**config.mk**
```make
export PLATFORM = sky130hd
export DESIGN_NAME = datapath
export DESIGN_NICKNAME = d
export VERILOG_FILES = /design/src/logic/rv_isa_pkg.sv /design/src/logic/core_ctrl_pkg.sv /design/src/logic/control.sv /design/src/logic/regfile.sv /design/src/logic/alu.sv /design/src/logic/compare_unit.sv /design/src/logic/datapath.sv
export SDC_FILE = /design/constraint.sdc
export NUM_CORES = 2
export LEC_CHECK = 0
export BUFFER_PORTS_ARGS = -buffer_cell sky130_fd_sc_hd__buf_2
export CORE_ASPECT_RATIO = 0.5
export CORE_MARGIN = 5
export CORE_UTILIZATION = 50
export CTS_BUF_LIST = sky130_fd_sc_hd__clkbuf_8
export CTS_CLUSTER_SIZE = 16
export DETAILED_ROUTE_END_ITERATION = 7
export PLACE_DENSITY = 0.66
export SETUP_SLACK_MARGIN = 0.2
export SYNTH_ARGS = -nofsm -noshare
export SYNTH_HDL_FRONTEND = slang
export SYNTH_SLANG_ARGS = --single-unit
```
**constraint.sdc**
```tcl
create_clock -name clk_i -period 14.5 [get_ports clk_i]
set_clock_uncertainty 0.2 [all_clocks]
set_input_delay 1.45 -clock clk_i [delete_from_list [all_inputs] [get_ports clk_i]]
set_output_delay 1.45 -clock clk_i [all_outputs]
set_load 0.03 [all_outputs]
```
**src/logic/rv_isa_pkg.sv**
```systemverilog
`default_nettype none

package rv_isa_pkg;

	typedef logic [31:0] word_t;
	typedef logic [4:0] reg_idx_t;
	typedef logic [6:0] opcode_t;
	typedef logic [2:0] funct3_t;

	localparam word_t RESET_PC = 32'h0001_0000;

	// major opcodes
	localparam opcode_t OPC_LUI    = 7'b0110111;
	localparam opcode_t OPC_AUIPC  = 7'b0010111;
	localparam opcode_t OPC_JAL    = 7'b1101111;
	localparam opcode_t OPC_JALR   = 7'b1100111;
	localparam opcode_t OPC_BRANCH = 7'b1100011;
	localparam opcode_t OPC_LOAD   = 7'b0000011;
	localparam opcode_t OPC_STORE  = 7'b0100011;
	localparam opcode_t OPC_OP_IMM = 7'b0010011;
	localparam opcode_t OPC_OP     = 7'b0110011;

	localparam funct3_t F3_LB  = 3'b000;
	localparam funct3_t F3_LH  = 3'b001;
	localparam funct3_t F3_LW  = 3'b010;
	localparam funct3_t F3_LBU = 3'b100;
	localparam funct3_t F3_LHU = 3'b101;

	localparam funct3_t F3_SB = 3'b000;
	localparam funct3_t F3_SH = 3'b001;
	localparam funct3_t F3_SW = 3'b010;

	localparam funct3_t F3_BEQ  = 3'b000;
	localparam funct3_t F3_BNE  = 3'b001;
	localparam funct3_t F3_BLT  = 3'b100;
	localparam funct3_t F3_BGE  = 3'b101;
	localparam funct3_t F3_BLTU = 3'b110;
	localparam funct3_t F3_BGEU = 3'b111;

	localparam funct3_t F3_ADD_SUB = 3'b000; // sub only for OP with ir[30]
	localparam funct3_t F3_SLL     = 3'b001;
	localparam funct3_t F3_SLT     = 3'b010;
	localparam funct3_t F3_SLTU    = 3'b011;
	localparam funct3_t F3_XOR     = 3'b100;
	localparam funct3_t F3_SRL_SRA = 3'b101; // ir[30] picks arithmetic
	localparam funct3_t F3_OR      = 3'b110;
	localparam funct3_t F3_AND     = 3'b111;

endpackage

`default_nettype wire

```
**src/logic/core_ctrl_pkg.sv**
```systemverilog
`default_nettype none

package core_ctrl_pkg;

	typedef enum logic [3:0] {
		ALU_OP_ADD,
		ALU_OP_SUB,
		ALU_OP_SLL,
		ALU_OP_SLT,
		ALU_OP_SLTU,
		ALU_OP_XOR,
		ALU_OP_SRL,
		ALU_OP_SRA,
		ALU_OP_OR,
		ALU_OP_AND
	} alu_op_t;

	typedef enum logic [2:0] {
		CMP_OP_EQ,
		CMP_OP_NE,
		CMP_OP_LT,
		CMP_OP_GE,
		CMP_OP_LTU,
		CMP_OP_GEU
	} cmp_op_t;

	typedef enum logic [1:0] {
		NEXT_PC_SEL_PC_4,
		NEXT_PC_SEL_ALU_OUT,
		NEXT_PC_SEL_CMP_RESULT // alu_out if taken, else pc+4
	} next_pc_sel_t;

	typedef enum logic [2:0] {
		REGFILE_IN_SEL_ALU_OUT,
		REGFILE_IN_SEL_PC_4,
		REGFILE_IN_SEL_MEM_RD,
		REGFILE_IN_SEL_MEM_RD_SEXT8,
		REGFILE_IN_SEL_MEM_RD_SEXT16
	} regfile_in_sel_t;

	typedef enum logic {
		MEM_RD_ADDR_SEL_PC,
		MEM_RD_ADDR_SEL_ALU_OUT
	} mem_rd_addr_sel_t;

	typedef enum logic [1:0] {
		ALU_IN1_SEL_RS1,
		ALU_IN1_SEL_PC,
		ALU_IN1_SEL_ZERO
	} alu_in1_sel_t;

	typedef enum logic [2:0] {
		ALU_IN2_SEL_RS2,
		ALU_IN2_SEL_U_IMM,
		ALU_IN2_SEL_I_IMM,
		ALU_IN2_SEL_J_IMM,
		ALU_IN2_SEL_B_IMM,
		ALU_IN2_SEL_S_IMM
	} alu_in2_sel_t;

	typedef enum logic [1:0] {
		MEM_SIZE_BYTE,
		MEM_SIZE_HALF,
		MEM_SIZE_WORD
	} mem_size_t;

	typedef enum logic [1:0] {
		STATE_FETCH,
		STATE_EXECUTE,
		STATE_MEMORY // loads only
	} ctrl_state_t;

endpackage

`default_nettype wire

```
**src/logic/control.sv**
```systemverilog
`timescale 1ns/10ps
`default_nettype none

module control (
	input  logic                               clk_i,
	input  logic                               reset_i,
	input  rv_isa_pkg::word_t                  ir_i,
	output logic                               pc_we_o,
	output logic                               ir_we_o,
	output logic                               regfile_we_o,
	output logic                               mem_wr_enable_o,
	output core_ctrl_pkg::next_pc_sel_t        next_pc_sel_o,
	output core_ctrl_pkg::regfile_in_sel_t     regfile_in_sel_o,
	output core_ctrl_pkg::mem_rd_addr_sel_t    mem_rd_addr_sel_o,
	output core_ctrl_pkg::alu_in1_sel_t        alu_in1_sel_o,
	output core_ctrl_pkg::alu_in2_sel_t        alu_in2_sel_o,
	output core_ctrl_pkg::alu_op_t             alu_op_o,
	output core_ctrl_pkg::cmp_op_t             cmp_op_o,
	output core_ctrl_pkg::mem_size_t           mem_rd_size_o,
	output logic                               mem_rd_unsigned_o,
	output core_ctrl_pkg::mem_size_t           mem_wr_size_o
);
	import rv_isa_pkg::*;
	import core_ctrl_pkg::*;

	ctrl_state_t state;
	ctrl_state_t state_next;
	opcode_t     opcode;
	funct3_t     funct3;
	logic        alt_op;

	assign opcode = ir_i[6:0];
	assign funct3 = ir_i[14:12];
	assign alt_op = ir_i[30];

	function automatic alu_op_t arith_op(input funct3_t f3, input logic sub, input logic sra);
		case (f3)
		F3_ADD_SUB: return sub ? ALU_OP_SUB : ALU_OP_ADD;
		F3_SLL:     return ALU_OP_SLL;
		F3_SLT:     return ALU_OP_SLT;
		F3_SLTU:    return ALU_OP_SLTU;
		F3_XOR:     return ALU_OP_XOR;
		F3_SRL_SRA: return sra ? ALU_OP_SRA : ALU_OP_SRL;
		F3_OR:      return ALU_OP_OR;
		default:    return ALU_OP_AND;
		endcase
	endfunction

	function automatic cmp_op_t branch_op(input funct3_t f3);
		case (f3)
		F3_BEQ:  return CMP_OP_EQ;
		F3_BNE:  return CMP_OP_NE;
		F3_BLT:  return CMP_OP_LT;
		F3_BGE:  return CMP_OP_GE;
		F3_BLTU: return CMP_OP_LTU;
		F3_BGEU: return CMP_OP_GEU;
		default: return CMP_OP_EQ; // reserved funct3 codes decode as beq
		endcase
	endfunction

	function automatic mem_size_t access_size(input funct3_t f3);
		case (f3)
		F3_LB, F3_LBU: return MEM_SIZE_BYTE; // same codes as SB/SH/SW in bits 1:0
		F3_LH, F3_LHU: return MEM_SIZE_HALF;
		F3_LW:         return MEM_SIZE_WORD;
		default:       return MEM_SIZE_WORD;
		endcase
	endfunction

	function automatic mem_size_t store_size(input funct3_t f3);
		case (f3)
		F3_SB:   return MEM_SIZE_BYTE;
		F3_SH:   return MEM_SIZE_HALF;
		F3_SW:   return MEM_SIZE_WORD;
		default: return MEM_SIZE_WORD;
		endcase
	endfunction

	always_ff @(posedge clk_i) begin
		if (reset_i)
			state <= STATE_FETCH;
		else
			state <= state_next;
	end

	always_comb begin
		state_next        = STATE_FETCH;
		pc_we_o           = 1'b0;
		ir_we_o           = 1'b0;
		regfile_we_o      = 1'b0;
		mem_wr_enable_o   = 1'b0;
		next_pc_sel_o     = NEXT_PC_SEL_PC_4;
		regfile_in_sel_o  = REGFILE_IN_SEL_ALU_OUT;
		mem_rd_addr_sel_o = MEM_RD_ADDR_SEL_PC;
		alu_in1_sel_o     = ALU_IN1_SEL_RS1;
		alu_in2_sel_o     = ALU_IN2_SEL_I_IMM; // rs1 + imm_i also forms the load address
		alu_op_o          = ALU_OP_ADD;
		cmp_op_o          = branch_op(funct3);
		mem_rd_size_o     = MEM_SIZE_WORD;
		mem_rd_unsigned_o = 1'b0;
		mem_wr_size_o     = store_size(funct3);

		case (state)
		STATE_FETCH: begin
			ir_we_o    = 1'b1;
			state_next = STATE_EXECUTE;
		end
		STATE_EXECUTE: begin
			pc_we_o = 1'b1;
			case (opcode)
			OPC_LUI: begin
				alu_in1_sel_o = ALU_IN1_SEL_ZERO;
				alu_in2_sel_o = ALU_IN2_SEL_U_IMM;
				regfile_we_o  = 1'b1;
			end
			OPC_AUIPC: begin
				alu_in1_sel_o = ALU_IN1_SEL_PC;
				alu_in2_sel_o = ALU_IN2_SEL_U_IMM;
				regfile_we_o  = 1'b1;
			end
			OPC_JAL: begin
				alu_in1_sel_o    = ALU_IN1_SEL_PC;
				alu_in2_sel_o    = ALU_IN2_SEL_J_IMM;
				next_pc_sel_o    = NEXT_PC_SEL_ALU_OUT;
				regfile_in_sel_o = REGFILE_IN_SEL_PC_4; // link
				regfile_we_o     = 1'b1;
			end
			OPC_JALR: begin
				next_pc_sel_o    = NEXT_PC_SEL_ALU_OUT;
				regfile_in_sel_o = REGFILE_IN_SEL_PC_4;
				regfile_we_o     = 1'b1;
			end
			OPC_BRANCH: begin
				alu_in1_sel_o = ALU_IN1_SEL_PC;
				alu_in2_sel_o = ALU_IN2_SEL_B_IMM;
				next_pc_sel_o = NEXT_PC_SEL_CMP_RESULT;
			end
			OPC_LOAD: begin
				pc_we_o    = 1'b0; // pc moves at the end of MEMORY
				state_next = STATE_MEMORY;
			end
			OPC_STORE: begin
				alu_in2_sel_o   = ALU_IN2_SEL_S_IMM;
				mem_wr_enable_o = 1'b1;
			end
			OPC_OP_IMM: begin
				alu_op_o     = arith_op(funct3, 1'b0, alt_op);
				regfile_we_o = 1'b1;
			end
			OPC_OP: begin
				alu_in2_sel_o = ALU_IN2_SEL_RS2;
				alu_op_o      = arith_op(funct3, alt_op, alt_op);
				regfile_we_o  = 1'b1;
			end
			default: begin
				next_pc_sel_o = NEXT_PC_SEL_PC_4; // unknown opcode goes on to pc+4
			end
			endcase
		end
		STATE_MEMORY: begin
			mem_rd_addr_sel_o = MEM_RD_ADDR_SEL_ALU_OUT;
			mem_rd_size_o     = access_size(funct3);
			mem_rd_unsigned_o = (funct3 == F3_LBU) || (funct3 == F3_LHU);
			regfile_we_o      = 1'b1;
			pc_we_o           = 1'b1;
			if (funct3 == F3_LB)
				regfile_in_sel_o = REGFILE_IN_SEL_MEM_RD_SEXT8;
			else if (funct3 == F3_LH)
				regfile_in_sel_o = REGFILE_IN_SEL_MEM_RD_SEXT16;
			else
				regfile_in_sel_o = REGFILE_IN_SEL_MEM_RD;
		end
		default: begin
			state_next = STATE_FETCH;
		end
		endcase
	end

endmodule

`default_nettype wire

```
**src/logic/regfile.sv**
```systemverilog
`timescale 1ns/10ps
`default_nettype none

module regfile (
	input  logic                  clk_i,
	input  rv_isa_pkg::reg_idx_t  rs1_i,
	input  rv_isa_pkg::reg_idx_t  rs2_i,
	input  rv_isa_pkg::reg_idx_t  rd_i,
	input  rv_isa_pkg::word_t     rin_i,
	input  logic                  we_i,
	output rv_isa_pkg::word_t     rout1_o,
	output rv_isa_pkg::word_t     rout2_o
);
	import rv_isa_pkg::*;

	word_t regs [32];

	always_ff @(posedge clk_i) begin
		if (we_i && (rd_i != '0))
			regs[rd_i] <= rin_i;
	end

	// x0 is never stored, so its read is forced
	assign rout1_o = (rs1_i == '0) ? '0 : regs[rs1_i];
	assign rout2_o = (rs2_i == '0) ? '0 : regs[rs2_i];

endmodule

`default_nettype wire

```
**src/logic/alu.sv**
```systemverilog
`timescale 1ns/10ps
`default_nettype none

module alu (
	input  core_ctrl_pkg::alu_op_t  alu_op_i,
	input  rv_isa_pkg::word_t       in1_i,
	input  rv_isa_pkg::word_t       in2_i,
	output rv_isa_pkg::word_t       out_o
);
	import rv_isa_pkg::*;
	import core_ctrl_pkg::*;

	logic [4:0] shamt;

	assign shamt = in2_i[4:0];

	always_comb begin
		case (alu_op_i)
		ALU_OP_ADD:
			out_o = in1_i + in2_i;
		ALU_OP_SUB:
			out_o = in1_i - in2_i;
		ALU_OP_SLL:
			out_o = in1_i << shamt;
		ALU_OP_SLT:
			out_o = word_t'($signed(in1_i) < $signed(in2_i));
		ALU_OP_SLTU:
			out_o = word_t'(in1_i < in2_i);
		ALU_OP_XOR:
			out_o = in1_i ^ in2_i;
		ALU_OP_SRL:
			out_o = in1_i >> shamt;
		ALU_OP_SRA:
			out_o = word_t'($signed(in1_i) >>> shamt);
		ALU_OP_OR:
			out_o = in1_i | in2_i;
		default:
			out_o = in1_i & in2_i; // and
		endcase
	end

endmodule

`default_nettype wire

```
**src/logic/compare_unit.sv**
```systemverilog
`timescale 1ns/10ps
`default_nettype none

module compare_unit (
	input  core_ctrl_pkg::cmp_op_t  cmp_op_i,
	input  rv_isa_pkg::word_t       in1_i,
	input  rv_isa_pkg::word_t       in2_i,
	output logic                    res_o
);
	import core_ctrl_pkg::*;

	logic eq;
	logic lt;
	logic ltu;

	assign eq  = (in1_i == in2_i);
	assign lt  = ($signed(in1_i) < $signed(in2_i));
	assign ltu = (in1_i < in2_i);

	always_comb begin
		case (cmp_op_i)
		CMP_OP_EQ:  res_o = eq;
		CMP_OP_NE:  res_o = !eq;
		CMP_OP_LT:  res_o = lt;
		CMP_OP_GE:  res_o = !lt;
		CMP_OP_LTU: res_o = ltu;
		CMP_OP_GEU: res_o = !ltu;
		default:    res_o = 1'b0;
		endcase
	end

endmodule

`default_nettype wire

```
**src/logic/datapath.sv**
```systemverilog
`timescale 1ns/10ps
`default_nettype none

module datapath (
	input  logic                       clk_i,
	input  logic                       reset_i,
	output rv_isa_pkg::word_t          mem_rd_addr_o,
	output core_ctrl_pkg::mem_size_t   mem_rd_size_o,
	output logic                       mem_rd_unsigned_o,
	input  rv_isa_pkg::word_t          mem_rd_data_i,
	output logic                       mem_wr_enable_o,
	output rv_isa_pkg::word_t          mem_wr_addr_o,
	output rv_isa_pkg::word_t          mem_wr_data_o,
	output core_ctrl_pkg::mem_size_t   mem_wr_size_o
);
	import rv_isa_pkg::*;
	import core_ctrl_pkg::*;

	word_t pc;
	word_t ir;

	reg_idx_t rs1_idx;
	reg_idx_t rs2_idx;
	reg_idx_t rd_idx;

	word_t imm_i;
	word_t imm_s;
	word_t imm_b;
	word_t imm_u;
	word_t imm_j;

	word_t pc_plus4;
	word_t jump_target;
	word_t next_pc;
	word_t alu_in1;
	word_t alu_in2;
	word_t alu_out;
	word_t rf_rin;
	word_t rf_rout1;
	word_t rf_rout2;
	logic  cmp_res;

	logic             ctrl_pc_we;
	logic             ctrl_ir_we;
	logic             ctrl_regfile_we;
	next_pc_sel_t     ctrl_next_pc_sel;
	regfile_in_sel_t  ctrl_regfile_in_sel;
	mem_rd_addr_sel_t ctrl_mem_rd_addr_sel;
	alu_in1_sel_t     ctrl_alu_in1_sel;
	alu_in2_sel_t     ctrl_alu_in2_sel;
	alu_op_t          ctrl_alu_op;
	cmp_op_t          ctrl_cmp_op;

	assign rs1_idx = ir[19:15];
	assign rs2_idx = ir[24:20];
	assign rd_idx  = ir[11:7];

	assign imm_i = {{20{ir[31]}}, ir[31:20]};
	assign imm_s = {{20{ir[31]}}, ir[31:25], ir[11:7]};
	assign imm_b = {{19{ir[31]}}, ir[31], ir[7], ir[30:25], ir[11:8], 1'b0};
	assign imm_u = {ir[31:12], 12'b0};
	assign imm_j = {{11{ir[31]}}, ir[31], ir[19:12], ir[20], ir[30:21], 1'b0};

	assign pc_plus4    = pc + 32'd4;
	assign jump_target = {alu_out[31:1], 1'b0}; // jalr clears bit 0

	control u_control (
		.clk_i             (clk_i),
		.reset_i           (reset_i),
		.ir_i              (ir),
		.pc_we_o           (ctrl_pc_we),
		.ir_we_o           (ctrl_ir_we),
		.regfile_we_o      (ctrl_regfile_we),
		.mem_wr_enable_o   (mem_wr_enable_o),
		.next_pc_sel_o     (ctrl_next_pc_sel),
		.regfile_in_sel_o  (ctrl_regfile_in_sel),
		.mem_rd_addr_sel_o (ctrl_mem_rd_addr_sel),
		.alu_in1_sel_o     (ctrl_alu_in1_sel),
		.alu_in2_sel_o     (ctrl_alu_in2_sel),
		.alu_op_o          (ctrl_alu_op),
		.cmp_op_o          (ctrl_cmp_op),
		.mem_rd_size_o     (mem_rd_size_o),
		.mem_rd_unsigned_o (mem_rd_unsigned_o),
		.mem_wr_size_o     (mem_wr_size_o)
	);

	regfile u_regfile (
		.clk_i   (clk_i),
		.rs1_i   (rs1_idx),
		.rs2_i   (rs2_idx),
		.rd_i    (rd_idx),
		.rin_i   (rf_rin),
		.we_i    (ctrl_regfile_we),
		.rout1_o (rf_rout1),
		.rout2_o (rf_rout2)
	);

	alu u_alu (
		.alu_op_i (ctrl_alu_op),
		.in1_i    (alu_in1),
		.in2_i    (alu_in2),
		.out_o    (alu_out)
	);

	compare_unit u_cmp (
		.cmp_op_i (ctrl_cmp_op),
		.in1_i    (rf_rout1),
		.in2_i    (rf_rout2),
		.res_o    (cmp_res)
	);

	assign mem_wr_addr_o = alu_out;
	assign mem_wr_data_o = rf_rout2; // memory keeps only the low bytes for sb/sh

	always_comb begin
		case (ctrl_next_pc_sel)
		NEXT_PC_SEL_ALU_OUT:    next_pc = jump_target;
		NEXT_PC_SEL_CMP_RESULT: next_pc = cmp_res ? jump_target : pc_plus4;
		default:                next_pc = pc_plus4;
		endcase

		case (ctrl_regfile_in_sel)
		REGFILE_IN_SEL_PC_4:          rf_rin = pc_plus4;
		REGFILE_IN_SEL_MEM_RD:        rf_rin = mem_rd_data_i;
		REGFILE_IN_SEL_MEM_RD_SEXT8:  rf_rin = {{24{mem_rd_data_i[7]}}, mem_rd_data_i[7:0]};
		REGFILE_IN_SEL_MEM_RD_SEXT16: rf_rin = {{16{mem_rd_data_i[15]}}, mem_rd_data_i[15:0]};
		default:                      rf_rin = alu_out;
		endcase

		case (ctrl_mem_rd_addr_sel)
		MEM_RD_ADDR_SEL_ALU_OUT: mem_rd_addr_o = alu_out;
		default:                 mem_rd_addr_o = pc;
		endcase

		case (ctrl_alu_in1_sel)
		ALU_IN1_SEL_PC:   alu_in1 = pc;
		ALU_IN1_SEL_ZERO: alu_in1 = '0; // lui
		default:          alu_in1 = rf_rout1;
		endcase

		case (ctrl_alu_in2_sel)
		ALU_IN2_SEL_U_IMM: alu_in2 = imm_u;
		ALU_IN2_SEL_I_IMM: alu_in2 = imm_i;
		ALU_IN2_SEL_J_IMM: alu_in2 = imm_j;
		ALU_IN2_SEL_B_IMM: alu_in2 = imm_b;
		ALU_IN2_SEL_S_IMM: alu_in2 = imm_s;
		default:           alu_in2 = rf_rout2;
		endcase
	end

	always_ff @(posedge clk_i) begin
		if (reset_i) begin
			pc <= RESET_PC;
			ir <= '0;
		end else begin
			if (ctrl_pc_we)
				pc <= next_pc;
			if (ctrl_ir_we)
				ir <= mem_rd_data_i;
		end
	end

endmodule

`default_nettype wire

```
# Word level (Yosys, flattened, before mapping)
# Memory sizes are Yosys's and may differ from the RTL's. A register that Yosys moved wholly into a read port is not among the register bits.
# Index checks and enable logic that the tools add are counted.
# W data, S select, Z words.
classes:
  reduce_logical: 18
  bitwise: 3
  n_mux: 47
  eq_ne: 45
  shifts: 3
  n_addsub: 3
  n_lt_le_gt_ge: 4
op_table:
  columns: ["cell", "count"]
  rows:
  - ["$pmux W32 S9", 1]
  - ["$pmux W32 S5", 1]
  - ["$lt A32 B32 Y1", 4]
  - ["$mux W32", 4]
  - ["$pmux W32 S2", 2]
  - ["$pmux W32 S4", 1]
  - ["$pmux W4 S7", 2]
  - ["$add A32 B3 Y32 const B", 1]
  - ["$add A32 B32 Y32", 1]
  - ["$and A32 B32 Y32", 1]
  - ["$eq A32 B32 Y1", 1]
  - ["$or A32 B32 Y32", 1]
  - ["$shl A32 B5 Y32", 1]
  - ["$shr A32 B5 Y32", 1]
  - ["$sshr A32 B5 Y32", 1]
  - ["$sub A32 B32 Y32", 1]
  - ["$xor A32 B32 Y32", 1]
  - ["$pmux W3 S5", 2]
  - ["$eq A3 B3 Y1 const B", 9]
  - ["$eq A3 B2 Y1 const B", 8]
  - ["$eq A7 B6 Y1 const B", 3]
  - ["$eq A7 B7 Y1 const B", 3]
  - ["$mux W5", 4]
  - ["$pmux W2 S2", 5]
  - ["28 further kinds", 64]
word_totals:
  elab_cells: 127
  out_inout_bits: 102
  inputBits: 34
  mem_bits_rw: 1024
  mem_count: 1
  regBits: 66
memory_table:
  columns: ["memory", "words", "word_bits", "rd", "rd_ports_with_merged_regs", "wr", "line_no", "text"]
  rows:
  - ["u_regfile.regs", 32, 32, 2, 2, 1, "regfile.sv:16", "word_t regs [32];"]

# Longest topological paths before layout
depth:
  word_depth: 10
  mapped_depth: 28
  mapped_depth_nobuf: 24

# Cells and area by module
# From an unflattened synthesis, not the netlist that was laid out.
hier_totals:
  hier_cells: 4911
  area_unflattened_um2: 64080.2
modules_own_cells:
  columns: ["mod", "cells_each", "seq_area_each_um2", "area_each_um2", "n_inst"]
  rows:
  - ["regfile", 2564, 30749.5, 47929.7, 1]
  - ["alu", 1280, 0.0, 8887.3, 1]
  - ["datapath", 868, 1261.2, 5868.1, 1]
  - ["compare_unit", 127, 0.0, 913.4, 1]
  - ["control", 72, 40.0, 481.7, 1]

# Worst setup path after synthesis
# OpenSTA, ideal clock, no wires.
synth_path:
  path_kind: "register to output"
  startpoint: "register with a tool-made name"
  endpoint: "output port mem_rd_addr_o[0]"
  setup_slack_ns: 5.993
  stages_incl_launch_ff: 26
  arrival_ns: 6.857
  n_path_buf: 7
  required_time_ns: 12.850
  path_cell_list: "dfxtp_1 > buf_4 > buf_6 > buf_4 > clkbuf_1 > clkbuf_1 > buf_1 > mux4_2 > mux4_2 > mux2i_1 > nor2_1 > inv_1 > o21ai_0 > ha_1 > clkbuf_1 > nand3b_1 > o221ai_1 > nand3_1 > nand3_1 > o211ai_1 > o211ai_1 > a41oi_1 > nor3b_1 > or4_1 > a41oi_1 > and2_1"
synth_rtl:
  columns: ["element", "line_no", "text"]
  rows:
  - ["end: declaration", "datapath.sv:7", "output rv_isa_pkg::word_t mem_rd_addr_o,"]

==> key figures <==
Global routing
  – Wire length of the first global-routing pass: 364800 um
  – Pin count of the biggest net entering global routing: 113
  – Number of antenna violations at the first check in global routing: 11
  – Via count of the first global-routing pass: roughly 48000
  – GRT Resource Usage Total: 0.3744
  – GRT overflow: 0

Floorplanning
  – Core area: 128500 um2
  – Die height: 264.1 um
  – Effective utilization at floorplan: 0.5026
  – IO Count: 136
  – Total die area: 136800 um2
  – Number of standard-cell rows in the floorplan: just over 90
  – Chip Width: between 500 and 600 um

Synthesis
  – Fraction of post-synthesis cell area in the top cell type by area: 0.4763
  – Yosys Warn Count: 0
  – Share of synthesized flip-flops with an asynchronous set or reset: 0
  – Combined area of all synthesized cells: 64560 um2
  – Yosys top cell by area: sky130_fd_sc_hd__edfxtp_1
  – Most frequently used flop master after synthesis: sky130_fd_sc_hd__edfxtp_1
  – Post-synthesis sequential area ratio: 0.4995
  – Gate count of the mapped netlist: 4837
  – Flops & latches, synth: 1099
  – Unique cell type count in the Yosys netlist: 112
  – Post-synth EDFFs: slightly above 1000
  – Largest cells by area after synthesis: sky130_fd_sc_hd__edfxtp_1 48%, sky130_fd_sc_hd__mux4_2 14%, sky130_fd_sc_hd__mux2i_1 7.0%
  – Average cell area after synthesis: between 10 and 15 um2

Placement
  – Routability congestion estimate from global placement: 1.054
  – Number of instances in the placed design: roughly 6500
  – Detailed-placement wirelength estimate: approximately 180000 um
  – Port bufs: 135

Detailed routing
  – Drt first-iter violations: a little under 8000
  – Post-detailed-route via-to-cell ratio: 7.330
  – Post-detailed-route DRC marker count: 0
  – Average wire length per cell after detail routing: just under 40 um
  – Detailed Routing Iterations Pass 1: 8
  – Total wirelength of the detailed-routed design: 263100 um
  – Vias post-DR: 50032
  – Post-detailed-route count of antenna-violating nets: 0

Clock network
  – CTS-repair resized insts: 0
  – Number of setup buffers added after CTS: 0
  – Clock transition time at the flip-flop clock pins of the worst setup and hold paths: ~70 ps
  – Clock sink total: 1099
  – Max H-tree Level: 4
  – Clock tree root driver cell: sky130_fd_sc_hd__clkbuf_8
  – CTS buffer count: 165
  – Buffers from clock root to sink, at most: 3
  – Hold-fix buffers, CTS: 0
  – Clock latency at the later pin of the worst-skew pair: 890 ps
  – CTS tree: done

Cells and area
  – Nets: 5166
  – Fill cells: about 11000
  – Commonest cells after routing, fill and taps aside: 1024 x sky130_fd_sc_hd__edfxtp_1, 451 x sky130_fd_sc_hd__mux2i_1, 391 x sky130_fd_sc_hd__mux4_2
  – Filler-free cell count of the finished design: 6826
  – Proportion of layout cells with a drive suffix above 1: 0.2302
  – Most common cell after layout, fill and taps aside: sky130_fd_sc_hd__edfxtp_1
  – Layout Area Growth over Synthesis: 8.905%

Status
  – Run status: finished clean

STA
  – Final Hold Fails: 0
  – Final setup violating endpoints: 0
  – Peak clock frequency supported by timing: 0.08888 GHz
  – Minimum clock period: 11250 ps
  – Slew @ Worst Pin: 1314 ps
  – Final count of pins violating max slew: 0
  – Rel. slew slack: 0.1222
  – RSZ-0062 raised after global routing: no
  – Sum of negative setup slack: 0 ps
  – Period utilisation layout: 0.7759

Hold path
  – Class of the worst hold path: register to register
  – Start point of the worst hold path: ir[17]$_SDFFE_PP0P_
  – Worst hold path depth: 2

Setup path
  – Class of the most critical setup path: register to output port
  – R2R setup slack: between 4000 and 5000 ps
  – Cell depth of the worst flop-to-flop path: 20
  – Critical path capture point type: output port
  – Endpoint of the most critical register-to-register path: u_regfile.regs[9][0]$_DFFE_PP_
  – Signal arrival time at the worst endpoint: 9600 ps
  – Worst Setup Start Kind: register
  – WP data required: around 13000 ps
  – Peak fanout along the critical path: 36

Pwr
  – VDD IR max: 0.06530 mV
  – Power per unit of standard cell area: 128.4 nW/um2
  – Standby leakage power: 0.02379 uW

Job
  – Number of max-capacitance violations reported: 0
==> where the power goes <==
part,switching (uW),internal [uW]
registers,49.3,3850
clock network,1240,1120
logic,1960,797
total,3250,5770
==> registers in the layout (all words and copies together) (netlist names), named ones only <==
signal and count:
pc 31, ir 32, u_control.state 2, u_regfile.regs 1024
==> layer usage <==
metal / share of wire / routed length [um] / up-vias / GRT usage
met1: 0.37 / 98140 / 25376 / 0.5039
li1: - / - / 19833 / -
met4: 0.054 / 14220 / 2 / 0.1806
met5: 0.000049 / 13 / - / 0
met3: 0.15 / 39480 / 740 / 0.1348
met2: 0.42 / 111300 / 4081 / 0.5408
==> Yosys cell counts (17+ instances only) <==
| cell | instances |
|---|---|
| sky130_fd_sc_hd__buf_6 | 40 |
| sky130_fd_sc_hd__buf_1 | 46 |
| sky130_fd_sc_hd__a21o_1 | 52 |
| sky130_fd_sc_hd__mux2i_1 | 451 |
| sky130_fd_sc_hd__nand3_1 | 68 |
| sky130_fd_sc_hd__inv_1 | 150 |
| sky130_fd_sc_hd__nand2_1 | 228 |
| sky130_fd_sc_hd__buf_2 | 65 |
| sky130_fd_sc_hd__nor2_1 | 280 |
| sky130_fd_sc_hd__nor2b_1 | 32 |
| sky130_fd_sc_hd__mux2_2 | 54 |
| sky130_fd_sc_hd__ha_1 | 139 |
| sky130_fd_sc_hd__xnor2_1 | 32 |
| sky130_fd_sc_hd__edfxtp_1 | 1024 |
| sky130_fd_sc_hd__o22ai_1 | 26 |
| sky130_fd_sc_hd__clkbuf_1 | 178 |
| sky130_fd_sc_hd__o21a_1 | 29 |
| sky130_fd_sc_hd__nor4_1 | 28 |
| sky130_fd_sc_hd__nor4_2 | 27 |
| sky130_fd_sc_hd__o21ai_0 | 149 |
| sky130_fd_sc_hd__a221oi_1 | 36 |
| sky130_fd_sc_hd__nand2b_1 | 23 |
| sky130_fd_sc_hd__a31oi_1 | 30 |
| sky130_fd_sc_hd__a211oi_1 | 86 |
| sky130_fd_sc_hd__a22oi_1 | 166 |
| sky130_fd_sc_hd__a22o_1 | 48 |
| sky130_fd_sc_hd__and2_1 | 21 |
| sky130_fd_sc_hd__xor2_1 | 17 |
| sky130_fd_sc_hd__and3_1 | 28 |
| sky130_fd_sc_hd__o221ai_1 | 50 |
| sky130_fd_sc_hd__o31ai_1 | 21 |
| sky130_fd_sc_hd__o211ai_1 | 30 |
| sky130_fd_sc_hd__mux4_2 | 391 |
| sky130_fd_sc_hd__nand4_1 | 29 |
| sky130_fd_sc_hd__dfxtp_1 | 75 |
| sky130_fd_sc_hd__a21oi_1 | 258 |
| sky130_fd_sc_hd__nor3_1 | 75 |
==> logic make-up (layout without fill, tap and decap cells) <==
family,after synthesis,count (layout),share of synthesized area
other cells,1,36,0.00005808
fa+ha+maj,141,141,0.02756
xor+xnor,49,49,0.006647
buf+inv,532,776,0.04268
simple gates,920,920,0.07178
compound gates,1183,1183,0.1308
flops,1099,1099,0.4995
mux,912,912,0.2209
==> cell type report <==
class	count	area, um2	share of cell area
inverters	158	595.6	0.008471
diodes	4	10.01	0.0001424
repair buffers	330	2208	0.03141
flip-flops and latches	1099	32270	0.4590
well taps	1710	2140	0.03043
clock buffers	169	2326	0.03308
clock inverters	119	608.1	0.008649
multi-input cells	3237	30150	0.4288
==> worst max-delay path, cell delays in order (launching register included) <==
cell                       delay, ps
sky130_fd_sc_hd__dfxtp_4         790
sky130_fd_sc_hd__buf_4           610
sky130_fd_sc_hd__and2_2          930
sky130_fd_sc_hd__buf_4           630
sky130_fd_sc_hd__a22oi_1         190
sky130_fd_sc_hd__a21oi_1         270
sky130_fd_sc_hd__nor4_1          160
sky130_fd_sc_hd__nor2_2          460
sky130_fd_sc_hd__inv_1           180
sky130_fd_sc_hd__fa_1            490
sky130_fd_sc_hd__a21oi_1         240
sky130_fd_sc_hd__o221ai_1        270
sky130_fd_sc_hd__nand3_1         260
sky130_fd_sc_hd__nand3_1         140
sky130_fd_sc_hd__o211ai_1        770
sky130_fd_sc_hd__o211ai_1        300
sky130_fd_sc_hd__a41oi_1         380
sky130_fd_sc_hd__nor3b_1         230
sky130_fd_sc_hd__or4_1           460
sky130_fd_sc_hd__a41oi_1         500
sky130_fd_sc_hd__and2_1          190
sky130_fd_sc_hd__buf_2           190
==> worst max path at each step <==
stage / from / slack [ps] / end / cells after the start
CTS: register / 3340 / mem_rd_addr_o[0] / 21
global route: register / 3070 / mem_rd_addr_o[0] / 21
finish: register / 3250 / mem_rd_addr_o[0] / 21
global placement: register / 4450 / mem_rd_addr_o[0] / 21
detailed placement: register / 4290 / mem_rd_addr_o[0] / 21
floorplan: register / 5990 / mem_rd_addr_o[0] / 25
==> through the flow <==
step / total power, uW / util / setup slack (ps) / hold slack [ps] / instance area, um2
after floorplan: 5536 / - / 5993 / 283.6 / 64680
after global placement: 6579 / 0.5243 / 4445 / 353.4 / 67350
final: 9027 / 0.5473 / 3249 / 353.9 / 70310
after global routing: 9293 / 0.5473 / 3074 / 394.9 / 70300
after CTS: 8934 / 0.5471 / 3344 / 350.8 / 70280
after detailed placement: 6608 / 0.5243 / 4288 / 342.1 / 67350
Note: power is estimated with default switching activity, not from simulation.
